File: src/mac_tx_consts.svh
`ifndef MAC_TX_CONSTS_SVH
`define MAC_TX_CONSTS_SVH

// Frame layout on the wire.
`define MAC_PREAMBLE_LEN  7
`define MAC_PREAMBLE_BYTE 8'h55
`define MAC_SFD           8'hD5
`define MAC_HDR_LEN       22

// Payload and trailer sizes in bytes.
`define MAC_MIN_PAYLOAD   46
`define MAC_MAX_PAYLOAD   1500
`define MAC_FCS_LEN       4

// Reflected CRC-32 as used by the Ethernet FCS.
`define CRC32_POLY_REFL   32'hEDB88320
`define CRC32_INIT        32'hFFFFFFFF

`define PAYLOAD_FIFO_DEPTH 2048

`endif

File: src/crc32_gen.sv
`default_nettype none

`include "mac_tx_consts.svh"

module crc32_gen (
  input  logic        clk,
  input  logic        fsm_rst,
  input  logic        clr,
  input  logic        en,
  input  logic [7:0]  data,
  output logic [31:0] crc
);

  logic [31:0] crc_next;

  // One byte per cycle, LSB of the byte first.
  always_comb begin : byte_step
    logic [31:0] c;
    c = crc;
    for (int i = 0; i < 8; i++) begin
      if (c[0] ^ data[i]) begin
        c = (c >> 1) ^ `CRC32_POLY_REFL;
      end else begin
        c = c >> 1;
      end
    end
    crc_next = c;
  end

  always_ff @(posedge clk) begin
    if (fsm_rst) begin
      crc <= `CRC32_INIT;
    end else if (clr) begin
      crc <= `CRC32_INIT;
    end else if (en) begin
      crc <= crc_next;
    end
  end

  // The framer clears on accept and feeds bytes only later.
  a_clr_en_excl : assert property (@(posedge clk) disable iff (fsm_rst)
    !(clr && en));

endmodule : crc32_gen

`default_nettype wire

File: config.mk
export PLATFORM = sky130hd
export DESIGN_NAME = crc32_gen
export DESIGN_NICKNAME = d
export VERILOG_FILES = /design/src/crc32_gen.sv
export VERILOG_INCLUDE_DIRS = /design/src
export SDC_FILE = /design/constraint.sdc
export NUM_CORES = 1
export LEC_CHECK = 0
export BUFFER_PORTS_ARGS = -buffer_cell sky130_fd_sc_hd__buf_2
export CAP_MARGIN = 20
export CORE_AREA = 2 2 77 79
export DETAILED_ROUTE_END_ITERATION = 6
export DIE_AREA = 0 0 79 81
export PLACE_DENSITY = 0.67
export RECOVER_POWER = 25
export SLEW_MARGIN = 10
export SYNTH_ARGS = -nofsm -noshare
export SYNTH_HDL_FRONTEND = slang
export SYNTH_SLANG_ARGS = --single-unit
File: constraint.sdc
create_clock -name clk -period 2.1 [get_ports clk]
set_input_delay 0.315 -clock clk [delete_from_list [all_inputs] [get_ports clk]]
set_output_delay 0.315 -clock clk [all_outputs]
set_load 0.02 [all_outputs]
==> impl_metrics.ini <==
[grt]
antenna_found_initial = 0
overflow = 0
grt_pass1_wl_mm = 7.61
grt_max_degree = 20
grtUsageTotal_pct = 16.2
grt_pass1_vias = 1451

[detailed_routing]
drt_iter0_drc = 110
drtPass1Iterations = 4
via_per_inst = 4.82
routedWlPerCell_um = 15.6
drc_errors = 0
dr_total_vias = 1465
routed_wl_mm = 4.73
detail-route-antenna-nets = 0

[logic_synthesis]
avgSynthCellArea_um2 = 11.9
synth_top_area_share_pct = 30.0
synth_area_leaders = dfxtp_1, xnor3_1, xnor2_4, xnor2_1, o211ai_1
yosysTopAreaCell = dfxtp_1
synth-main-ff-cell = dfxtp_1
yosys.area_share.xor_xnor_pct = 50.9
synthDistinctLibCells = 22
yosysWarningCount = 0
synth_commonest_cells = dfxtp_1, xnor2_1, nand2_1, o211ai_1, xnor3_1
synth.mux.area_fraction_pct = 0
synth_compound_area_share_pct = 11.0
async_reset_ff_share_pct = 0
synthCells = 179
yosysMostFrequentCell = dfxtp_1
ys_ff_latch = 32
seq_area_frac_synth_pct = 30.0
netlist_area_um2 = 2130
synth_nets = 191
synthAdderAreaFrac_pct = 0
synth_top_family_by_area = XOR/XNOR gates
yosys.area_share.simple_pct = 6.33
synth_edf_count = 0

[timing]
tightest_slew_ns = 0.542
drv_slew = 0
hold_viol_final = 0
rsz0062_at_grt = false
period_needed_ns = 1.76
setup_viol = 0
slew_headroom_pct = 63.6
fin_crit_sh_pct = 84.0
max_freq_ghz = 0.567
finalSetupTns_ns = 0
fin_worst_skew_ns = 0.00285

[floorplan]
dieWidth_um = 79
start_util_pct = 37.6
num_rows = 28
fp.dieH_um = 81
core_um2 = 5680
design.portCount = 44
dieArea_um2 = 6400

[worst_setup_path]
cp_data_required_time_ns = 2.33
path_class = flop to flop
critPathCaptureType = flop
cp-start-kind = flop
max_stage_delay_ns = 0.48
crit_path_top_delay_cell = xor3_1
crit_chain = xnor2_4, xor2_4, xor3_1, a21oi_1
cp_max_fo = 6
crit_arrival_ns = 1.99

[final_layout]
n_fill_cell = 549
final_layout_size_suffix_gt1_share_pct = 26.6
final_area_um2 = 2540
layout.nets = 240
top_regs = crc: 32 flops
antennaDiodeCount = 0
largest_register_ffs = 32
multi_input_area_um2 = 1460
regMostFlops = crc
syn_to_final_growth_pct = 19.1
regArea_um2 = 641

[clocking]
clk_pin_slew_ns = 0.07
clk_path_buf_depth = 2
ctsResizeCount = 0
cts_root_buf = clkbuf_8
clkSinkCount = 32
cts_setup_buffers = 0
cts_buffers = 5
cts_hold_buffers = 0
cts_max_level = 2
cts_tree = done
clk_latency_ns = 0.29

[pwr]
leakagePower_nw = 1.09
cellPowerDensity_nw_per_um2 = 879
vdd_ir_drop_max_uv = 273

[run_status]
outcome = completed

[placement]
gp_congestion = 0.857
hpwlAfterDp_mm = 3.52
placed_cell_area_um2 = 2470
io_buffers = 43

[min_path]
hp-class = input port to flop

[run]
cap_violations = 0
-- worst paths after layout --
| check | startpoint | endpoint | slack, ns | depth (start not counted) |
|---|---|---|---|---|
| max | crc[6] | crc[26] | 0.34 | 4 |
| min | fsm_rst | crc[0] | 0.45 | 4 |
| max reg2reg | crc[6] | crc[26] | 0.34 | 4 |
| min reg2reg | crc[28] | crc[28] | 0.51 | 2 |
-- per-layer routing --
layer / wire, µm / GRT usage (%) / share of wire [%]
met3: 290 / 4.56 / 6.1
met4: 142 / 7.93 / 3.0
met2: 2170 / 24.8 / 46
met1: 2130 / 21.1 / 45
met5: 0 / 0 / 0
-- placed cells by master (no fill, tap or decap) --
cell	synthesis	layout
a211o_1	2	2
xnor2_1	22	22
dfxtp_1	32	32
clkbuf_1	9	16
xor2_4	2	2
or2_2	1	1
xor2_2	1	1
o21ai_0	8	8
nor2_1	11	11
o21ai_1	2	2
clkinv_2	0	2
inv_1	1	1
buf_4	0	8
xor2_1	10	10
clkbuf_8	0	6
xnor2_2	3	3
o211ai_1	15	15
nor3_1	5	5
buf_2	0	27
xor3_1	3	3
xnor3_4	3	3
a21oi_1	11	11
nor2b_1	1	1
xnor3_1	14	14
xnor2_4	8	8
nand2_1	15	15
-- critical path, delay by kind of cell, from the launching register on --
family | cells | cell delay, ns
AO/OA/AOI/OAI | 1 | 0.14
XOR/XNOR | 3 | 1.19
flip-flops | 1 | 0.37
-- layout make-up --
type | instances | area share, %
clock buffer | 6 | 3.25
clock inverter | 2 | 0.394
inverter | 1 | 0.148
multi-input combinational | 137 | 57.3
sequential | 32 | 25.2
tap | 75 | 3.69
timing repair buffer | 51 | 10.0
-- metrics by stage --
stage	setup slack [ns]	utilization, %	hold WS [ns]	power (W)	cells
2_1_floorplan	0.318	-	0.507	0.00155	179
3_3_place_gp	0.294	43.5	0.500	0.00175	296
3_5_place_dp	0.279	43.5	0.503	0.00176	296
4_1_cts	0.310	45.1	0.440	0.00226	304
5_1_grt	0.246	44.8	0.470	0.00237	304
6_report	0.336	44.8	0.452	0.00223	304
-- cells by family (layout without fill, tap and decap cells) --
group,Yosys count,count (layout)
AND/OR/NAND/NOR,33,33
flip-flops,32,32
AO/OA/AOI/OAI,38,38
buffers and inverters,10,60
XOR/XNOR,66,66
-- where the power goes --
part	switching, W	leakage [nW]	internal [W]	total [W]
Clock	0.000242	0.0510	0.000261	0.000503
Sequential	0.0000611	0.263	0.000659	0.000720
Combinational	0.000437	0.776	0.000574	0.00101
Note: power is estimated with default switching activity, not from simulation.
