File: src/mac_tx_consts.svh
`ifndef MAC_TX_CONSTS_SVH
`define MAC_TX_CONSTS_SVH

// Frame layout on the wire.
`define MAC_PREAMBLE_LEN  7
`define MAC_PREAMBLE_BYTE 8'h55
`define MAC_SFD           8'hD5
`define MAC_HDR_LEN       22

// Payload and trailer sizes in bytes.
`define MAC_MIN_PAYLOAD   46
`define MAC_MAX_PAYLOAD   1500
`define MAC_FCS_LEN       4

// Reflected CRC-32 as used by the Ethernet FCS.
`define CRC32_POLY_REFL   32'hEDB88320
`define CRC32_INIT        32'hFFFFFFFF

`define PAYLOAD_FIFO_DEPTH 2048

`endif

File: src/mac_tx_pkg.sv
`default_nettype none

package mac_tx_pkg;

  // Byte 5 goes out first.
  typedef logic [5:0][7:0] mac_addr_t;

  // High byte goes out first.
  typedef logic [15:0] ethertype_t;

  // Payload length in bytes, 1 to 1500.
  typedef logic [10:0] length_t;

  // Wraps at 16 bits.
  typedef logic [15:0] frame_cnt_t;

  typedef enum logic [2:0] {
    idle_s,
    hdr_s,
    pld_s,
    pad_s,
    fcs_s
  } tx_state_t;

endpackage : mac_tx_pkg

`default_nettype wire

File: src/mac_tx_cfg.sv
`default_nettype none

module mac_tx_cfg (
  input  logic                   clk,
  input  logic                   fsm_rst,
  input  logic                   cfg_wr,
  input  mac_tx_pkg::mac_addr_t  cfg_mac_addr,
  input  logic                   cfg_tx_en,
  input  logic                   frame_sent,
  output mac_tx_pkg::mac_addr_t  local_mac,
  output logic                   tx_en,
  output mac_tx_pkg::frame_cnt_t frames_sent
);

  import mac_tx_pkg::*;

  // ======================================================================
  // Software registers
  // ======================================================================

  always_ff @(posedge clk) begin
    if (fsm_rst) begin
      local_mac <= '0;
      tx_en     <= 1'b0;
    end else if (cfg_wr) begin
      local_mac <= cfg_mac_addr;
      tx_en     <= cfg_tx_en;
    end
  end

  // ======================================================================
  // Status
  // ======================================================================

  // One count per tx_done pulse, wrapping.
  always_ff @(posedge clk) begin
    if (fsm_rst) begin
      frames_sent <= '0;
    end else if (frame_sent) begin
      frames_sent <= frames_sent + frame_cnt_t'(1);
    end
  end

endmodule : mac_tx_cfg

`default_nettype wire

File: config.mk
export PLATFORM = sky130hd
export DESIGN_NAME = mac_tx_cfg
export DESIGN_NICKNAME = d
export VERILOG_FILES = /design/src/mac_tx_consts.svh /design/src/mac_tx_pkg.sv /design/src/mac_tx_cfg.sv
export SDC_FILE = /design/constraint.sdc
export NUM_CORES = 1
export LEC_CHECK = 0
export BUFFER_PORTS_ARGS = -buffer_cell sky130_fd_sc_hd__buf_2
export CORE_AREA = 3 3 95 97
export DETAILED_ROUTE_END_ITERATION = 6
export DIE_AREA = 0 0 98 100
export MAX_ROUTING_LAYER = met4
export SLEW_MARGIN = 10
export SYNTH_ARGS = -nofsm -noshare
export SYNTH_HDL_FRONTEND = slang
export SYNTH_SLANG_ARGS = --single-unit
File: constraint.sdc
create_clock -name clk -period 3.8 [get_ports clk]
set_input_delay 1.14 -clock clk [delete_from_list [all_inputs] [get_ports clk]]
set_output_delay 1.14 -clock clk [all_outputs]
set_load 0.01 [all_outputs]
==> impl_metrics.json <==
{
  "status": "finished, final reports clean",
  "clock_latency_ns": 0.33,
  "yosysSeqAreaShare_pct": 53.2,
  "synth-xor-area-share_pct": 3.58,
  "path_clk_slew_ns": 0.07,
  "grtUsageMet3_pct": 3.68,
  "setup_violations": 0,
  "dr_total_vias": 2040,
  "crit_arrival_ns": 2.36,
  "end_kind": "register",
  "muxShareOfSynthArea_pct": 21.8,
  "synth_compound_area_share_pct": 0.971,
  "synth_cell_types": 27,
  "dr.first_iter.drc_count": 37,
  "antenna_found_initial": 0,
  "ys_ff_latch": 65,
  "grt.total_usage_pct": 11.9,
  "grt_max_degree": 39,
  "skew_ns": 0.00579,
  "ys_warn_count": 0,
  "dpl-instance-area_mm2": 0.00312,
  "post_drt_wl_per_cell_um": 12.1,
  "fin_crit_ns": 2.15,
  "p_per_area_mw_per_mm2": 437,
  "syn2layout_area_growth_pct": 35.4,
  "nets": 413,
  "grt_pass1_vias": 1970,
  "cts_resized": 0,
  "syn_area_mm2": 0.00245,
  "report.final.slew_viol_count": 0,
  "place_congestion": 0.765,
  "finalHoldViolCount": 0,
  "synthAdderAreaFrac_pct": 0.511,
  "dp_hpwl_mm": 4.10,
  "grtUsageMet1_pct": 13.5,
  "start_util_pct": 29.8,
  "cts_tree": "built",
  "leakagePower_nw": 1.70,
  "cp_max_fo": 22,
  "cts-root-buf": "clkbuf_8",
  "design_area_mm2": 0.00331,
  "final_layout_size_suffix_gt1_share_pct": 38.2,
  "synth_top_family_by_area": "multiplexers",
  "avgSynthCellArea_um2": 10.1,
  "cts_sinks": 65,
  "fin_crit_sh_pct": 56.5,
  "grt_pass1_wl_mm": 9.02,
  "nFillCells": 856,
  "worst_slew_pin_slew_ns": 0.673,
  "core-area_mm2": 0.00822,
  "rsz0062_at_grt": "false",
  "regArea_mm2": 0.00130,
  "cp-start-kind": "primary input",
  "die_height_um": 100,
  "numCtsBuffers": 9,
  "overflow": 0,
  "post-cts-setup-buffers": 0,
  "port_buffers": 117,
  "relSlewSlack_pct": 55.2,
  "cts_buffer_depth": 2,
  "htreeDepth": 3,
  "drt-vias-per-instance": 4.35,
  "dieArea_mm2": 0.00980,
  "die_w_um": 98,
  "antenna_left": 0,
  "syn_inst": 242,
  "drc": 0,
  "drt-pass1-iter-count": 4,
  "cap_violations": 0,
  "diodes": 0,
  "cp.required_ns": 4.01,
  "rows": 33,
  "use_met2_pct": 19.1,
  "pin_count": 118,
  "fmax_ghz": 0.466,
  "synthSimpleGateAreaFrac_pct": 17.2,
  "critPathKind": "primary input to register",
  "syn_nets": 296,
  "routed_wl_mm": 5.65,
  "multi_input_area_mm2": 0.00108,
  "holdBufCountCts": 0,
  "grt-busiest-layer": "met2",
  "power_mw": 1.45,
  "min_path_type": "register to register",
  "irDropWorstVdd_uv": 148,
  "tns_ns": 0
}
==> layout by cell type (no fill, tap or decap), drive strengths merged <==
cell type	n
dfxtp	65
or4	1
a21oi	2
nand2b	1
clkbuf	13
or3	1
ha	1
xnor2	4
nor2	64
nand2	5
and3	1
clkinv	2
nor3	3
a31o	1
buf	120
o21ai	1
nand3	5
nor4	1
xor2	6
mux2	3
and4	2
nand4	6
nor2b	4
mux2i	50
inv	1
bufinv	1
==> report_power, final <==
| group | total [mW] | internal (mW) | switching, mW | leakage (nW) |
|---|---|---|---|---|
| Clock | 0.562 | 0.320 | 0.242 | 0.0974 |
| Combinational | 0.156 | 0.0758 | 0.0799 | 1.07 |
| Sequential | 0.732 | 0.715 | 0.0171 | 0.534 |
| Total | 1.45 | 1.11 | 0.339 | 1.70 |
==> worst paths after layout <==
check	start	endpoint	slack, ns	cells past startpoint
worst min register to register	local_mac[38]	local_mac[38]	0.49	2
worst max-delay path	cfg_wr	local_mac[13]	1.65	4
worst max register to register	frames_sent[0]	frames_sent[12]	2.10	5
worst min-delay path	local_mac[38]	local_mac[38]	0.49	2
==> metal layers <==
layer  wire, µm  up-vias
met4         84        0
met1       2470      917
met3        381        9
li1           -     1048
met2       2720       66
met5          0        -
==> critical path, cell delays in order <==
cell     delay (ns)
buf_2          0.49
buf_4          0.41
mux2i_1        0.24
nor2_1         0.06
==> cells in the mapped netlist <==
library cell / count / share of area (%)
or3_1: 1 / 0.26
buf_2: 5 / 1.0
a31o_2: 1 / 0.36
ha_1: 1 / 0.51
nor4_1: 1 / 0.26
inv_1: 1 / 0.15
clkbuf_1: 4 / 0.61
a21oi_1: 2 / 0.41
nand4_2: 1 / 0.51
nand3_1: 5 / 1.0
dfxtp_1: 65 / 53
o21ai_0: 1 / 0.20
and4_1: 2 / 0.72
xor2_1: 6 / 2.1
nand2b_1: 1 / 0.26
buf_1: 4 / 0.61
buf_4: 1 / 0.31
nor2_1: 64 / 9.8
or4_4: 1 / 0.46
xnor2_1: 4 / 1.4
nor2b_1: 4 / 1.0
nor3_1: 3 / 0.61
and3_1: 1 / 0.26
mux2_2: 3 / 1.4
nand2_1: 5 / 0.77
nand4_1: 5 / 1.3
mux2i_1: 50 / 20
==> through the flow <==
step	util (%)	setup WS, ns	cells	hold WS [ns]
2_1_floorplan	-	1.52	242	0.531
5_1_grt	40.3	1.54	469	0.519
3_5_place_dp	38.0	1.27	453	0.476
6_report	40.3	1.65	469	0.490
3_3_place_gp	38.0	1.34	453	0.468
4_1_cts	40.3	1.65	469	0.495
==> kinds of logic (layout without fill, tap and decap cells) <==
group	after synthesis	count (layout)
adder cells (fa/ha/maj)	1	1
flip-flops	65	65
XOR/XNOR	10	10
AO/OA/AOI/OAI	4	4
AND/OR/NAND/NOR	94	94
buffers and inverters	15	137
multiplexers	53	53
==> sequential cells by signal (all words and copies together), names as in the netlist <==
register     flops
local_mac       48
frames_sent     16
tx_en            1
==> final cells by class <==
type | instances | share of cell area (%)
Clock buffer | 13 | 4.49
Clock inverter | 3 | 1.21
Inverter | 1 | 0.113
Multi-Input combinational cell | 162 | 32.6
Sequential cell | 65 | 39.3
Tap cell | 105 | 3.97
Timing Repair Buffer | 120 | 18.4
No activity file was read; power rests on OpenSTA's default activity.
