**config.mk**
```make
export PLATFORM = sky130hd
export DESIGN_NAME = mac_tx_framer
export DESIGN_NICKNAME = d
export VERILOG_FILES = /design/src/mac_tx_pkg.sv /design/src/mac_tx_framer.sv
export VERILOG_INCLUDE_DIRS = /design/src
export SDC_FILE = /design/constraint.sdc
export NUM_CORES = 1
export LEC_CHECK = 0
export ABC_CLOCK_PERIOD_IN_PS = 6400
export CELL_PAD_IN_SITES_DETAIL_PLACEMENT = 1
export CELL_PAD_IN_SITES_GLOBAL_PLACEMENT = 2
export CORE_MARGIN = 5
export CORE_UTILIZATION = 39
export CTS_CLUSTER_DIAMETER = 60
export CTS_CLUSTER_SIZE = 40
export DETAILED_ROUTE_END_ITERATION = 8
export DONT_BUFFER_PORTS = 1
export PLACE_DENSITY_LB_ADDON = 0.25
export SYNTH_ARGS = -nofsm -noshare
export SYNTH_HDL_FRONTEND = slang
export SYNTH_SLANG_ARGS = --single-unit
export TNS_END_PERCENT = 100
```
**constraint.sdc**
```tcl
create_clock -name clk -period 6.4 [get_ports clk]
set_input_delay 1.92 -clock clk [delete_from_list [all_inputs] [get_ports clk]]
set_output_delay 1.92 -clock clk [all_outputs]
set_load 0.01 [all_outputs]
```
**src/mac_tx_consts.svh**
```systemverilog
`ifndef MAC_TX_CONSTS_SVH
`define MAC_TX_CONSTS_SVH

// Frame layout on the wire.
`define MAC_PREAMBLE_LEN  7
`define MAC_PREAMBLE_BYTE 8'h55
`define MAC_SFD           8'hD5
`define MAC_HDR_LEN       22

// Payload and trailer sizes in bytes.
`define MAC_MIN_PAYLOAD   46
`define MAC_MAX_PAYLOAD   1500
`define MAC_FCS_LEN       4

// Reflected CRC-32 as used by the Ethernet FCS.
`define CRC32_POLY_REFL   32'hEDB88320
`define CRC32_INIT        32'hFFFFFFFF

`define PAYLOAD_FIFO_DEPTH 2048

`endif

```
**src/mac_tx_pkg.sv**
```systemverilog
`default_nettype none

package mac_tx_pkg;

  // Byte 5 goes out first.
  typedef logic [5:0][7:0] mac_addr_t;

  // High byte goes out first.
  typedef logic [15:0] ethertype_t;

  // Payload length in bytes, 1 to 1500.
  typedef logic [10:0] length_t;

  // Wraps at 16 bits.
  typedef logic [15:0] frame_cnt_t;

  typedef enum logic [2:0] {
    idle_s,
    hdr_s,
    pld_s,
    pad_s,
    fcs_s
  } tx_state_t;

endpackage : mac_tx_pkg

`default_nettype wire

```
**src/mac_tx_framer.sv**
```systemverilog
`default_nettype none

`include "mac_tx_consts.svh"

module mac_tx_framer (
  input  logic                   clk,
  input  logic                   fsm_rst,
  input  logic                   tx_en,
  input  mac_tx_pkg::mac_addr_t  local_mac,
  input  logic                   tx_rdy,
  input  mac_tx_pkg::mac_addr_t  tx_dst,
  input  mac_tx_pkg::ethertype_t tx_ethertype,
  input  mac_tx_pkg::length_t    tx_len,
  output logic                   tx_acc,
  output logic                   tx_done,
  output logic                   pld_rd,
  input  logic [7:0]             pld_data,
  output logic                   crc_clr,
  output logic                   crc_en,
  output logic [7:0]             crc_byte,
  input  logic [31:0]            crc,
  output logic                   phy_val,
  output logic [7:0]             phy_dat
);

  import mac_tx_pkg::*;

  localparam int HDR_CNT_W = $clog2(`MAC_HDR_LEN);

  localparam logic [HDR_CNT_W-1:0] HDR_LAST  = HDR_CNT_W'(`MAC_HDR_LEN - 1);
  // First byte after the SFD, where the CRC starts.
  localparam logic [HDR_CNT_W-1:0] CRC_START = HDR_CNT_W'(`MAC_PREAMBLE_LEN + 1);
  localparam length_t              MIN_LAST  = length_t'(`MAC_MIN_PAYLOAD - 1);
  localparam logic [2:0]           FCS_END   = 3'(`MAC_FCS_LEN);

  tx_state_t state;

  logic [`MAC_HDR_LEN-1:0][7:0] hdr_sr;
  logic [HDR_CNT_W-1:0]         hdr_cnt;
  length_t                      cur_len;
  length_t                      data_cnt;
  logic [2:0]                   fcs_cnt;

  logic [3:0][7:0] crc_inv;
  logic            accept;
  logic            hdr_step;
  logic            emit;
  logic [7:0]      tx_byte;

  // ======================================================================
  // Byte selection
  // ======================================================================

  assign accept   = (state == idle_s) && tx_rdy && tx_en;
  // The accept cycle itself sends nothing.
  assign hdr_step = (state == hdr_s) && !tx_acc;

  assign emit = hdr_step || (state == pld_s) || (state == pad_s) ||
                ((state == fcs_s) && (fcs_cnt != FCS_END));

  assign crc_inv = ~crc;

  always_comb begin
    case (state)
      hdr_s:   tx_byte = hdr_sr[`MAC_HDR_LEN-1];
      pld_s:   tx_byte = pld_data;
      fcs_s:   tx_byte = crc_inv[fcs_cnt[1:0]];
      default: tx_byte = 8'h00;
    endcase
  end

  assign pld_rd   = (state == pld_s);
  assign crc_clr  = tx_acc;
  assign crc_en   = (hdr_step && (hdr_cnt >= CRC_START)) ||
                    (state == pld_s) || (state == pad_s);
  assign crc_byte = tx_byte;

  // ======================================================================
  // FSM
  // ======================================================================

  always_ff @(posedge clk) begin
    if (fsm_rst) begin
      state    <= idle_s;
      tx_acc   <= 1'b0;
      tx_done  <= 1'b0;
      phy_val  <= 1'b0;
      hdr_cnt  <= '0;
      data_cnt <= '0;
      fcs_cnt  <= '0;
    end else begin
      tx_acc  <= accept;
      tx_done <= 1'b0;
      phy_val <= emit;
      case (state)
        idle_s: begin
          if (accept) begin
            state   <= hdr_s;
            hdr_cnt <= '0;
          end
        end
        hdr_s: begin
          if (hdr_step) begin
            hdr_cnt <= hdr_cnt + 1;
            if (hdr_cnt == HDR_LAST) begin
              state    <= pld_s;
              data_cnt <= '0;
            end
          end
        end
        pld_s: begin
          data_cnt <= data_cnt + 1;
          if (data_cnt == cur_len - 1) begin
            fcs_cnt <= '0;
            state   <= (data_cnt >= MIN_LAST) ? fcs_s : pad_s;
          end
        end
        pad_s: begin
          data_cnt <= data_cnt + 1;
          if (data_cnt == MIN_LAST) begin
            fcs_cnt <= '0;
            state   <= fcs_s;
          end
        end
        fcs_s: begin
          // Extra cycle after the last byte lets phy_val fall first.
          if (fcs_cnt == FCS_END) begin
            state   <= idle_s;
            tx_done <= 1'b1;
          end else begin
            fcs_cnt <= fcs_cnt + 1;
          end
        end
        default: state <= idle_s;
      endcase
    end
  end

  always_ff @(posedge clk) begin
    if (accept) begin
      cur_len <= tx_len;
      hdr_sr  <= {{`MAC_PREAMBLE_LEN{`MAC_PREAMBLE_BYTE}}, `MAC_SFD,
                  tx_dst, local_mac, tx_ethertype};
    end else if (hdr_step) begin
      hdr_sr <= {hdr_sr[`MAC_HDR_LEN-2:0], 8'h00};
    end
    if (emit) begin
      phy_dat <= tx_byte;
    end
  end

  // ======================================================================
  // Checks
  // ======================================================================

  a_phy_contig : assert property (@(posedge clk) disable iff (fsm_rst)
    (phy_val && !((state == fcs_s) && (fcs_cnt == FCS_END))) |=> phy_val);

  a_len_range : assert property (@(posedge clk) disable iff (fsm_rst)
    accept |-> ((tx_len >= length_t'(1)) && (tx_len <= length_t'(`MAC_MAX_PAYLOAD))));

endmodule : mac_tx_framer

`default_nettype wire

```
==> results of run 1 <==
==> power by group through the flow <==
| stage | clock, W | combinational, W | sequential (W) |
|---|---|---|---|
| 2_1_floorplan | 0 | 0.000276 | 0.00180 |
| 3_3_place_gp | 0 | 0.000346 | 0.00181 |
| 3_5_place_dp | 0 | 0.000356 | 0.00182 |
| 4_1_cts | 0.00131 | 0.000358 | 0.00179 |
| 5_1_grt | 0.00138 | 0.000404 | 0.00180 |
| 6_report | 0.00126 | 0.000343 | 0.00178 |
==> flip-flops by register name, summed over array words and instances, names as in the netlist <==
| register | count |
|---|---|
| crc_clr | 1 |
| cur_len | 11 |
| data_cnt | 11 |
| fcs_cnt | 3 |
| hdr_cnt | 5 |
| hdr_sr | 176 |
| phy_dat | 8 |
| phy_val | 1 |
| state | 3 |
| tx_done | 1 |
==> layer usage <==
layer	vias to the layer above	GRT usage [%]	wire length, um
li1	3299	-	-
met1	3201	19.7	9610
met2	124	26.8	10900
met3	29	4.91	1410
met4	0	3.09	372
met5	-	0	0
==> area by class of cell <==
| type | count | area share, % |
|---|---|---|
| sequential | 220 | 54.3 |
| tap | 324 | 3.85 |
| timing repair buffer | 6 | 0.666 |
| multi-input combinational | 716 | 34.1 |
| clock buffer | 23 | 5.36 |
| inverter | 11 | 0.416 |
| clock inverter | 13 | 1.30 |
==> Yosys cell counts, drive strengths merged, types with 3 or more instances <==
library cell and instances:
a31oi 4, and3 3, mux4 8, nand3b 3
xor2 14, or3 4, nand2b 3, nand3 39
o21ai 7, o22ai 9, dfxtp 89, nor2b 4
nor3 10, nor3b 3, nand2 462, ha 8
nor4 3, nor2 27, o2111ai 3, a21oi 44
a21o 3, nand4 6, edfxtp 131, xnor2 9
clkbuf 53, and2 9, buf 7, nand4b 3
a22oi 8, mux2 3, inv 11
==> how the worst min path moves through the flow <==
| stage | startpoint | depth (start not counted) | end |
|---|---|---|---|
| global placement | hdr_sr[110] | 2 | hdr_sr[118] |
| floorplan | hdr_sr[113] | 2 | hdr_sr[121] |
| finish | hdr_sr[129] | 2 | hdr_sr[137] |
| detailed placement | hdr_sr[159] | 2 | hdr_sr[167] |
| global route | hdr_sr[161] | 2 | hdr_sr[169] |
| CTS | hdr_sr[129] | 2 | hdr_sr[137] |
==> worst min-delay path: stages (launching register included) <==
cell,delay (ns)
dfxtp_1,0.31
nand2_1,0.05
a21oi_1,0.05
==> cells by family after synthesis <==
family                     Yosys count
and+or+nand+nor                    586
xor gates and xnor gates            23
adders and majority gates            8
muxes                               13
buffers and inverters               71
AOI/OAI and AO/OA                   86
DFF                                220
==> per-stage QoR <==
step           total power [W]  instances  utilization (%)
2_1_floorplan          0.00208       1007                -
3_3_place_gp           0.00216       1277             40.5
3_5_place_dp           0.00217       1277             40.5
4_1_cts                0.00345       1313             43.4
5_1_grt                0.00358       1313             43.4
6_report               0.00339       1313             43.4
==> qor.yml, run 1 <==
yosys:
  synth-async-reset-ratio_pct: 0
  synth_compound_area_share_pct: 5.85
  yosysTopAreaCell: "edfxtp_1"
  ys_warn_count: 0
  ys_top_cells_by_area: "edfxtp_1 41%, dfxtp_1 19%, nand2_1 18%"
  syn_area_per_cell_sq_um: 9.51
  synth_top_family_by_area: "simple AND/OR/NAND/NOR gates"
  synthesis.instances: 1007
  synth-edff-count: 131
  synthMuxAreaShare_pct: 2.56
  synthSimpleGateAreaFrac_pct: 25.7
  synth_fa_ha_area_share_pct: 1.05
  netlist_area_sq_um: 9570
  synth_fp_nets: 1182
  synth_cell_type_count: 52
  ys_ff_latch: 220
  synth_xor_area_share_pct: 2.10
  synth_top_area_share_pct: 41.1
  yosys_most_used_dff: "edfxtp_1"
  ys_seq_area_share_pct: 59.7
critical_path:
  reg2reg_to: "hdr_sr[23]"
  cp.arrival_ns: 2.74
  crit_buf_inv: 0
  setup.worst_path.end_class: "output port"
  critPathLaunch: "crc[31]"
  worstPathMaxFanout: 2
  required_ns: 4.48
  path_cells: "mux4_2 -> o22ai_1"
  critical-path-max-stage-delay_ns: 0.44
  cp-endpoint: "crc_byte[7]"
  cp_slowest_cell: "mux4_2"
  crit_type: "input pin to output port"
  crit-reg2reg-launch: "state[0]"
  ff2ff_setup_slack_ns: 3.03
  r2r_cells: 5
  start_kind: "input pin"
  worstSetupPathDepth: 2
  cp_top_family: "multiplexers"
place:
  gp_congestion: 0.748
  io_buffers: 0
  placed_area_sq_um: 9820
  dp_slack_ns: 1.72
  dpl.hpwl_um: 14600
global_routing:
  antenna_found_initial: 0
  grt_max_degree: 74
  track_usage_pct: 15.6
  grt_pass1_wl_um: 36400
  overflow: 0
  grt_pass1_vias: 7046
sta:
  finalClockSkew_ns: 0.0160
  min_period_ns: 4.66
  worst_pin_slew_ns: 0.902
  drv_slew: 0
  fmax_mhz: 215
  slew_headroom_pct: 39.7
  hold-worst-slack_ns: 0.437
  finalCritPeriodShare_pct: 72.8
  setup_ws_ns: 1.74
  report.final.hold_viol_count: 0
  fin_tns_setup_ns: 0
  rsz0062_at_grt: "false"
  setup_viol: 0
detailed_routing:
  wl_per_cell_um: 17.0
  drc: 0
  ant_nets: 0
  drtPass1Iterations: 4
  wirelength_um: 22300
  vias: 6653
  viasPerCell: 5.07
  drtIter0Drc: 404
cells_and_area:
  num_antenna_cells: 0
  multiInputGateArea_sq_um: 3590
  final_common_cell: "nand2_1"
  n_fill_cell: 2736
  final_net_count: 1151
  final_cell_area_sq_um: 10500
  most-common-layout-cells: "459 x nand2_1, 131 x edfxtp_1, 89 x dfxtp_1"
  register_area_sq_um: 5720
  syn_to_final_growth_pct: 9.89
  drive_above_1_share_pct: 6.98
pwr:
  ir_drop_uv: 194
  p_comb_share_pct: 10.1
  seqPwrFrac_pct: 52.6
  power_density_nw_per_um2: 322
  p_int_w: 0.00252
  p_leak_nw: 4.20
  switching_share_pct: 25.6
  clock_power_share_pct: 37.2
  p_switching_w: 0.000869
cts:
  path_clk_slew_ns: 0.08
  cts_num_sinks: 220
  cts_buffer_depth: 3
  post_cts_buffers: 0
  cts_buffers: 21
  ctsHoldBuffers: 0
  clk_latency_ns: 0.50
  tritoncts: "done"
  cts_resized: 0
  h-tree-depth: 1
  root_buffer: "clkbuf_16"
die:
  die_area_sq_um: 27800
  die_width_um: 167
  core_area_sq_um: 24200
  rows: 57
  ios: 189
  fp.dieH_um: 167
  start_util_pct: 39.5
flow_run:
  cap_violations: 0
min_path:
  hp-class: "flip-flop to flip-flop"
status:
  status: "complete, no violations"
Power figures use the tool's default switching activity.
==> run 2: changes to the inputs <==
--- a/config.mk
+++ b/config.mk
@@ -6,7 +6,7 @@
 export SDC_FILE = /design/constraint.sdc
 export NUM_CORES = 1
 export LEC_CHECK = 0
-export ABC_CLOCK_PERIOD_IN_PS = 6400
+export ABC_CLOCK_PERIOD_IN_PS = 4480
 export CELL_PAD_IN_SITES_DETAIL_PLACEMENT = 1
 export CELL_PAD_IN_SITES_GLOBAL_PLACEMENT = 2
 export CORE_MARGIN = 5
==> constraint.sdc (replaced) <==
create_clock -name clk -period 4.48 [get_ports clk]
set_input_delay 1.344 -clock clk [delete_from_list [all_inputs] [get_ports clk]]
set_output_delay 1.344 -clock clk [all_outputs]
set_load 0.01 [all_outputs]
==> run 2 against run 1 <==
Utilization increased by 0.52 points. Routed wire length about the same. Via count increased by 1.0%. Register-to-register slack got worse by 1.7 ns. Final area increased by 1.2%. Clock-buffer cell count unchanged. Flip-flop and latch count unchanged. Global-route usage increased by 0.077 points. Critical path type is now flip-flop to output port. Sequential power increased by 43%. Setup slack got worse by 1.1 ns. Sequential share of layout area decreased by 0.64 points. Largest cell class unchanged.
==> qor.yml, run 2 (same netlist as run 1, synthesis figures left out) <==
detailed_routing:
  drtIter0Drc: 437  # +8.2%
  wirelength_um: 22300  # about the same
  viasPerCell: 5.09  # +0.50%
  drtPass1Iterations: 4  # unchanged
  wl_per_cell_um: 16.9  # -0.62%
  ant_nets: 0  # unchanged
  vias: 6722  # +1.0%
  drc: 0  # unchanged
cts:
  root_buffer: "clkbuf_16"
  clk_latency_ns: 0.51  # about the same
  path_clk_slew_ns: 0.08  # about the same
  cts_resized: 0  # unchanged
  cts_num_sinks: 220  # unchanged
  cts_buffers: 22  # +4.8%
  post_cts_buffers: 0  # unchanged
  ctsHoldBuffers: 0  # unchanged
  tritoncts: "done"
  cts_buffer_depth: 3  # unchanged
  h-tree-depth: 1  # unchanged
critical_path:
  path_cells: "nor2b_1 -> nand2_2 -> o21ai_0"
  crit_buf_inv: 0  # unchanged
  crit_type: "flip-flop to output port"
  critical-path-max-stage-delay_ns: 0.73  # +0.29 ns
  cp.arrival_ns: 2.45  # -0.29 ns
  required_ns: 3.14  # -1.34 ns
  start_kind: "flip-flop"
  cp_slowest_cell: "nor2b_1"
  worstPathMaxFanout: 13  # +11
  cp_top_family: "simple AND/OR/NAND/NOR gates"
  setup.worst_path.end_class: "output port"
global_routing:
  met1_usage_pct: 19.0  # -0.62 points
  grt_pass1_wl_um: 36600  # +0.38%
  grt_max_degree: 122  # +65%
  grt-busiest-layer: "met2"
  grt_pass1_vias: 7164  # +1.7%
  overflow: 0  # unchanged
  track_usage_pct: 15.7  # +0.077 points
  grt_use_met3_pct: 5.02  # +0.12 points
  met2_usage_pct: 27.3  # +0.46 points
  antenna_found_initial: 0  # unchanged
die:
  ios: 189  # unchanged
  start_util_pct: 39.5  # unchanged
  die_width_um: 167  # unchanged
  rows: 57  # unchanged
  die_area_sq_um: 27800  # unchanged
  fp.dieH_um: 167  # unchanged
  core_area_sq_um: 24200  # unchanged
sta:
  rsz0062_at_grt: "false"
  finalCritPeriodShare_pct: 84.6
  report.final.hold_viol_count: 0  # unchanged
  drv_slew: 0  # unchanged
  fin_tns_setup_ns: 0  # unchanged
  setup_viol: 0  # unchanged
  min_period_ns: 3.79
  slew_headroom_pct: 44.6  # +4.9 points
  setup_ws_ns: 0.690  # -1.05 ns
  fmax_mhz: 264
  finalClockSkew_ns: 0.0139  # -0.00216 ns
  hold-worst-slack_ns: 0.445  # +0.00828 ns
  worst_pin_slew_ns: 0.829  # -0.0732 ns
pwr:
  power_density_nw_per_um2: 474  # +47%
  finalPower_w: 0.00504  # +49%
  p_leak_nw: 4.27  # +1.6%
  ir_drop_uv: 284  # +46%
cells_and_area:
  final_cell_area_sq_um: 10600  # +1.2%
  num_antenna_cells: 0  # unchanged
  syn_to_final_growth_pct: 11.2
  final_common_cell: "nand2_1"
  final_net_count: 1155  # +0.35%
  drive_above_1_share_pct: 7.93  # +0.95 points
  regMostFlops: "hdr_sr"
  largest_reg_flops: 176  # unchanged
  most-common-layout-cells: "459 x nand2_1, 131 x edfxtp_1, 89 x dfxtp_1"
  reg_top3: "hdr_sr (176), cur_len (11), data_cnt (11)"
place:
  gp_congestion: 0.765  # +2.2%
  dp_slack_ns: 0.995  # -0.729 ns
  io_buffers: 0  # unchanged
  placed_area_sq_um: 9860  # +0.36%
  dpl.hpwl_um: 14900  # +2.1%
min_path:
  hp-class: "flip-flop to flip-flop"
status:
  status: "complete, no violations"
flow_run:
  cap_violations: 0  # unchanged
[run 2: cell types whose count changed in the layout (fill, tap and decap cells not counted), moves of 2 or more]
cell	previous run	this run
buf_4	4	6
clkinv_1	3	0
clkinv_4	3	0
inv_6	1	3
inv_8	2	7
[run 2: worst reg2reg max path: stages, from the launching register on]
cell	delay, ns
dfxtp_1	0.61
nor2b_1	0.73
nand2_2	0.09
buf_4	0.38
nand2_4	0.58
buf_4	0.44
[run 2: power breakdown]
group / switching (W) / total, W / internal, W / leakage (nW)
clock network: 0.000891 / 0.00200 / 0.00111 / 0.389
registers: 0.000105 / 0.00255 / 0.00244 / 1.98
logic: 0.000330 / 0.000496 / 0.000167 / 1.90
[run 2: worst paths after layout]
| path | from | depth (start not counted) | slack (ns) | endpoint |
|---|---|---|---|---|
| setup / recovery | state[0] | 3 | 0.69 | crc_en |
| hold reg to reg | hdr_sr[129] | 2 | 0.45 | hdr_sr[137] |
| hold / removal | hdr_sr[129] | 2 | 0.45 | hdr_sr[137] |
| setup reg to reg | state[0] | 5 | 1.31 | hdr_sr[54] |
[run 2: cell type report]
class / count / area (sq um)
fillers: 2764 / 13600
clock inverters: 17 / 215
multi-input cells: 716 / 3590
repair buffers: 9 / 105
inverters: 11 / 43.8
clock buffers: 23 / 576
flip-flops and latches: 220 / 5720
well taps: 324 / 405
[run 2: per-stage QoR]
stage	std cells	util (%)
after floorplan	1007	-
after global placement	1280	40.6
after detailed placement	1280	40.6
after CTS	1320	43.9
after global routing	1320	43.9
final	1320	43.9
[run 2: routing by layer]
metal	part of all wire, %	vias up
met3	6.5	36
met1	42	3253
met4	2.4	0
met5	0	-
li1	-	3306
met2	49	127
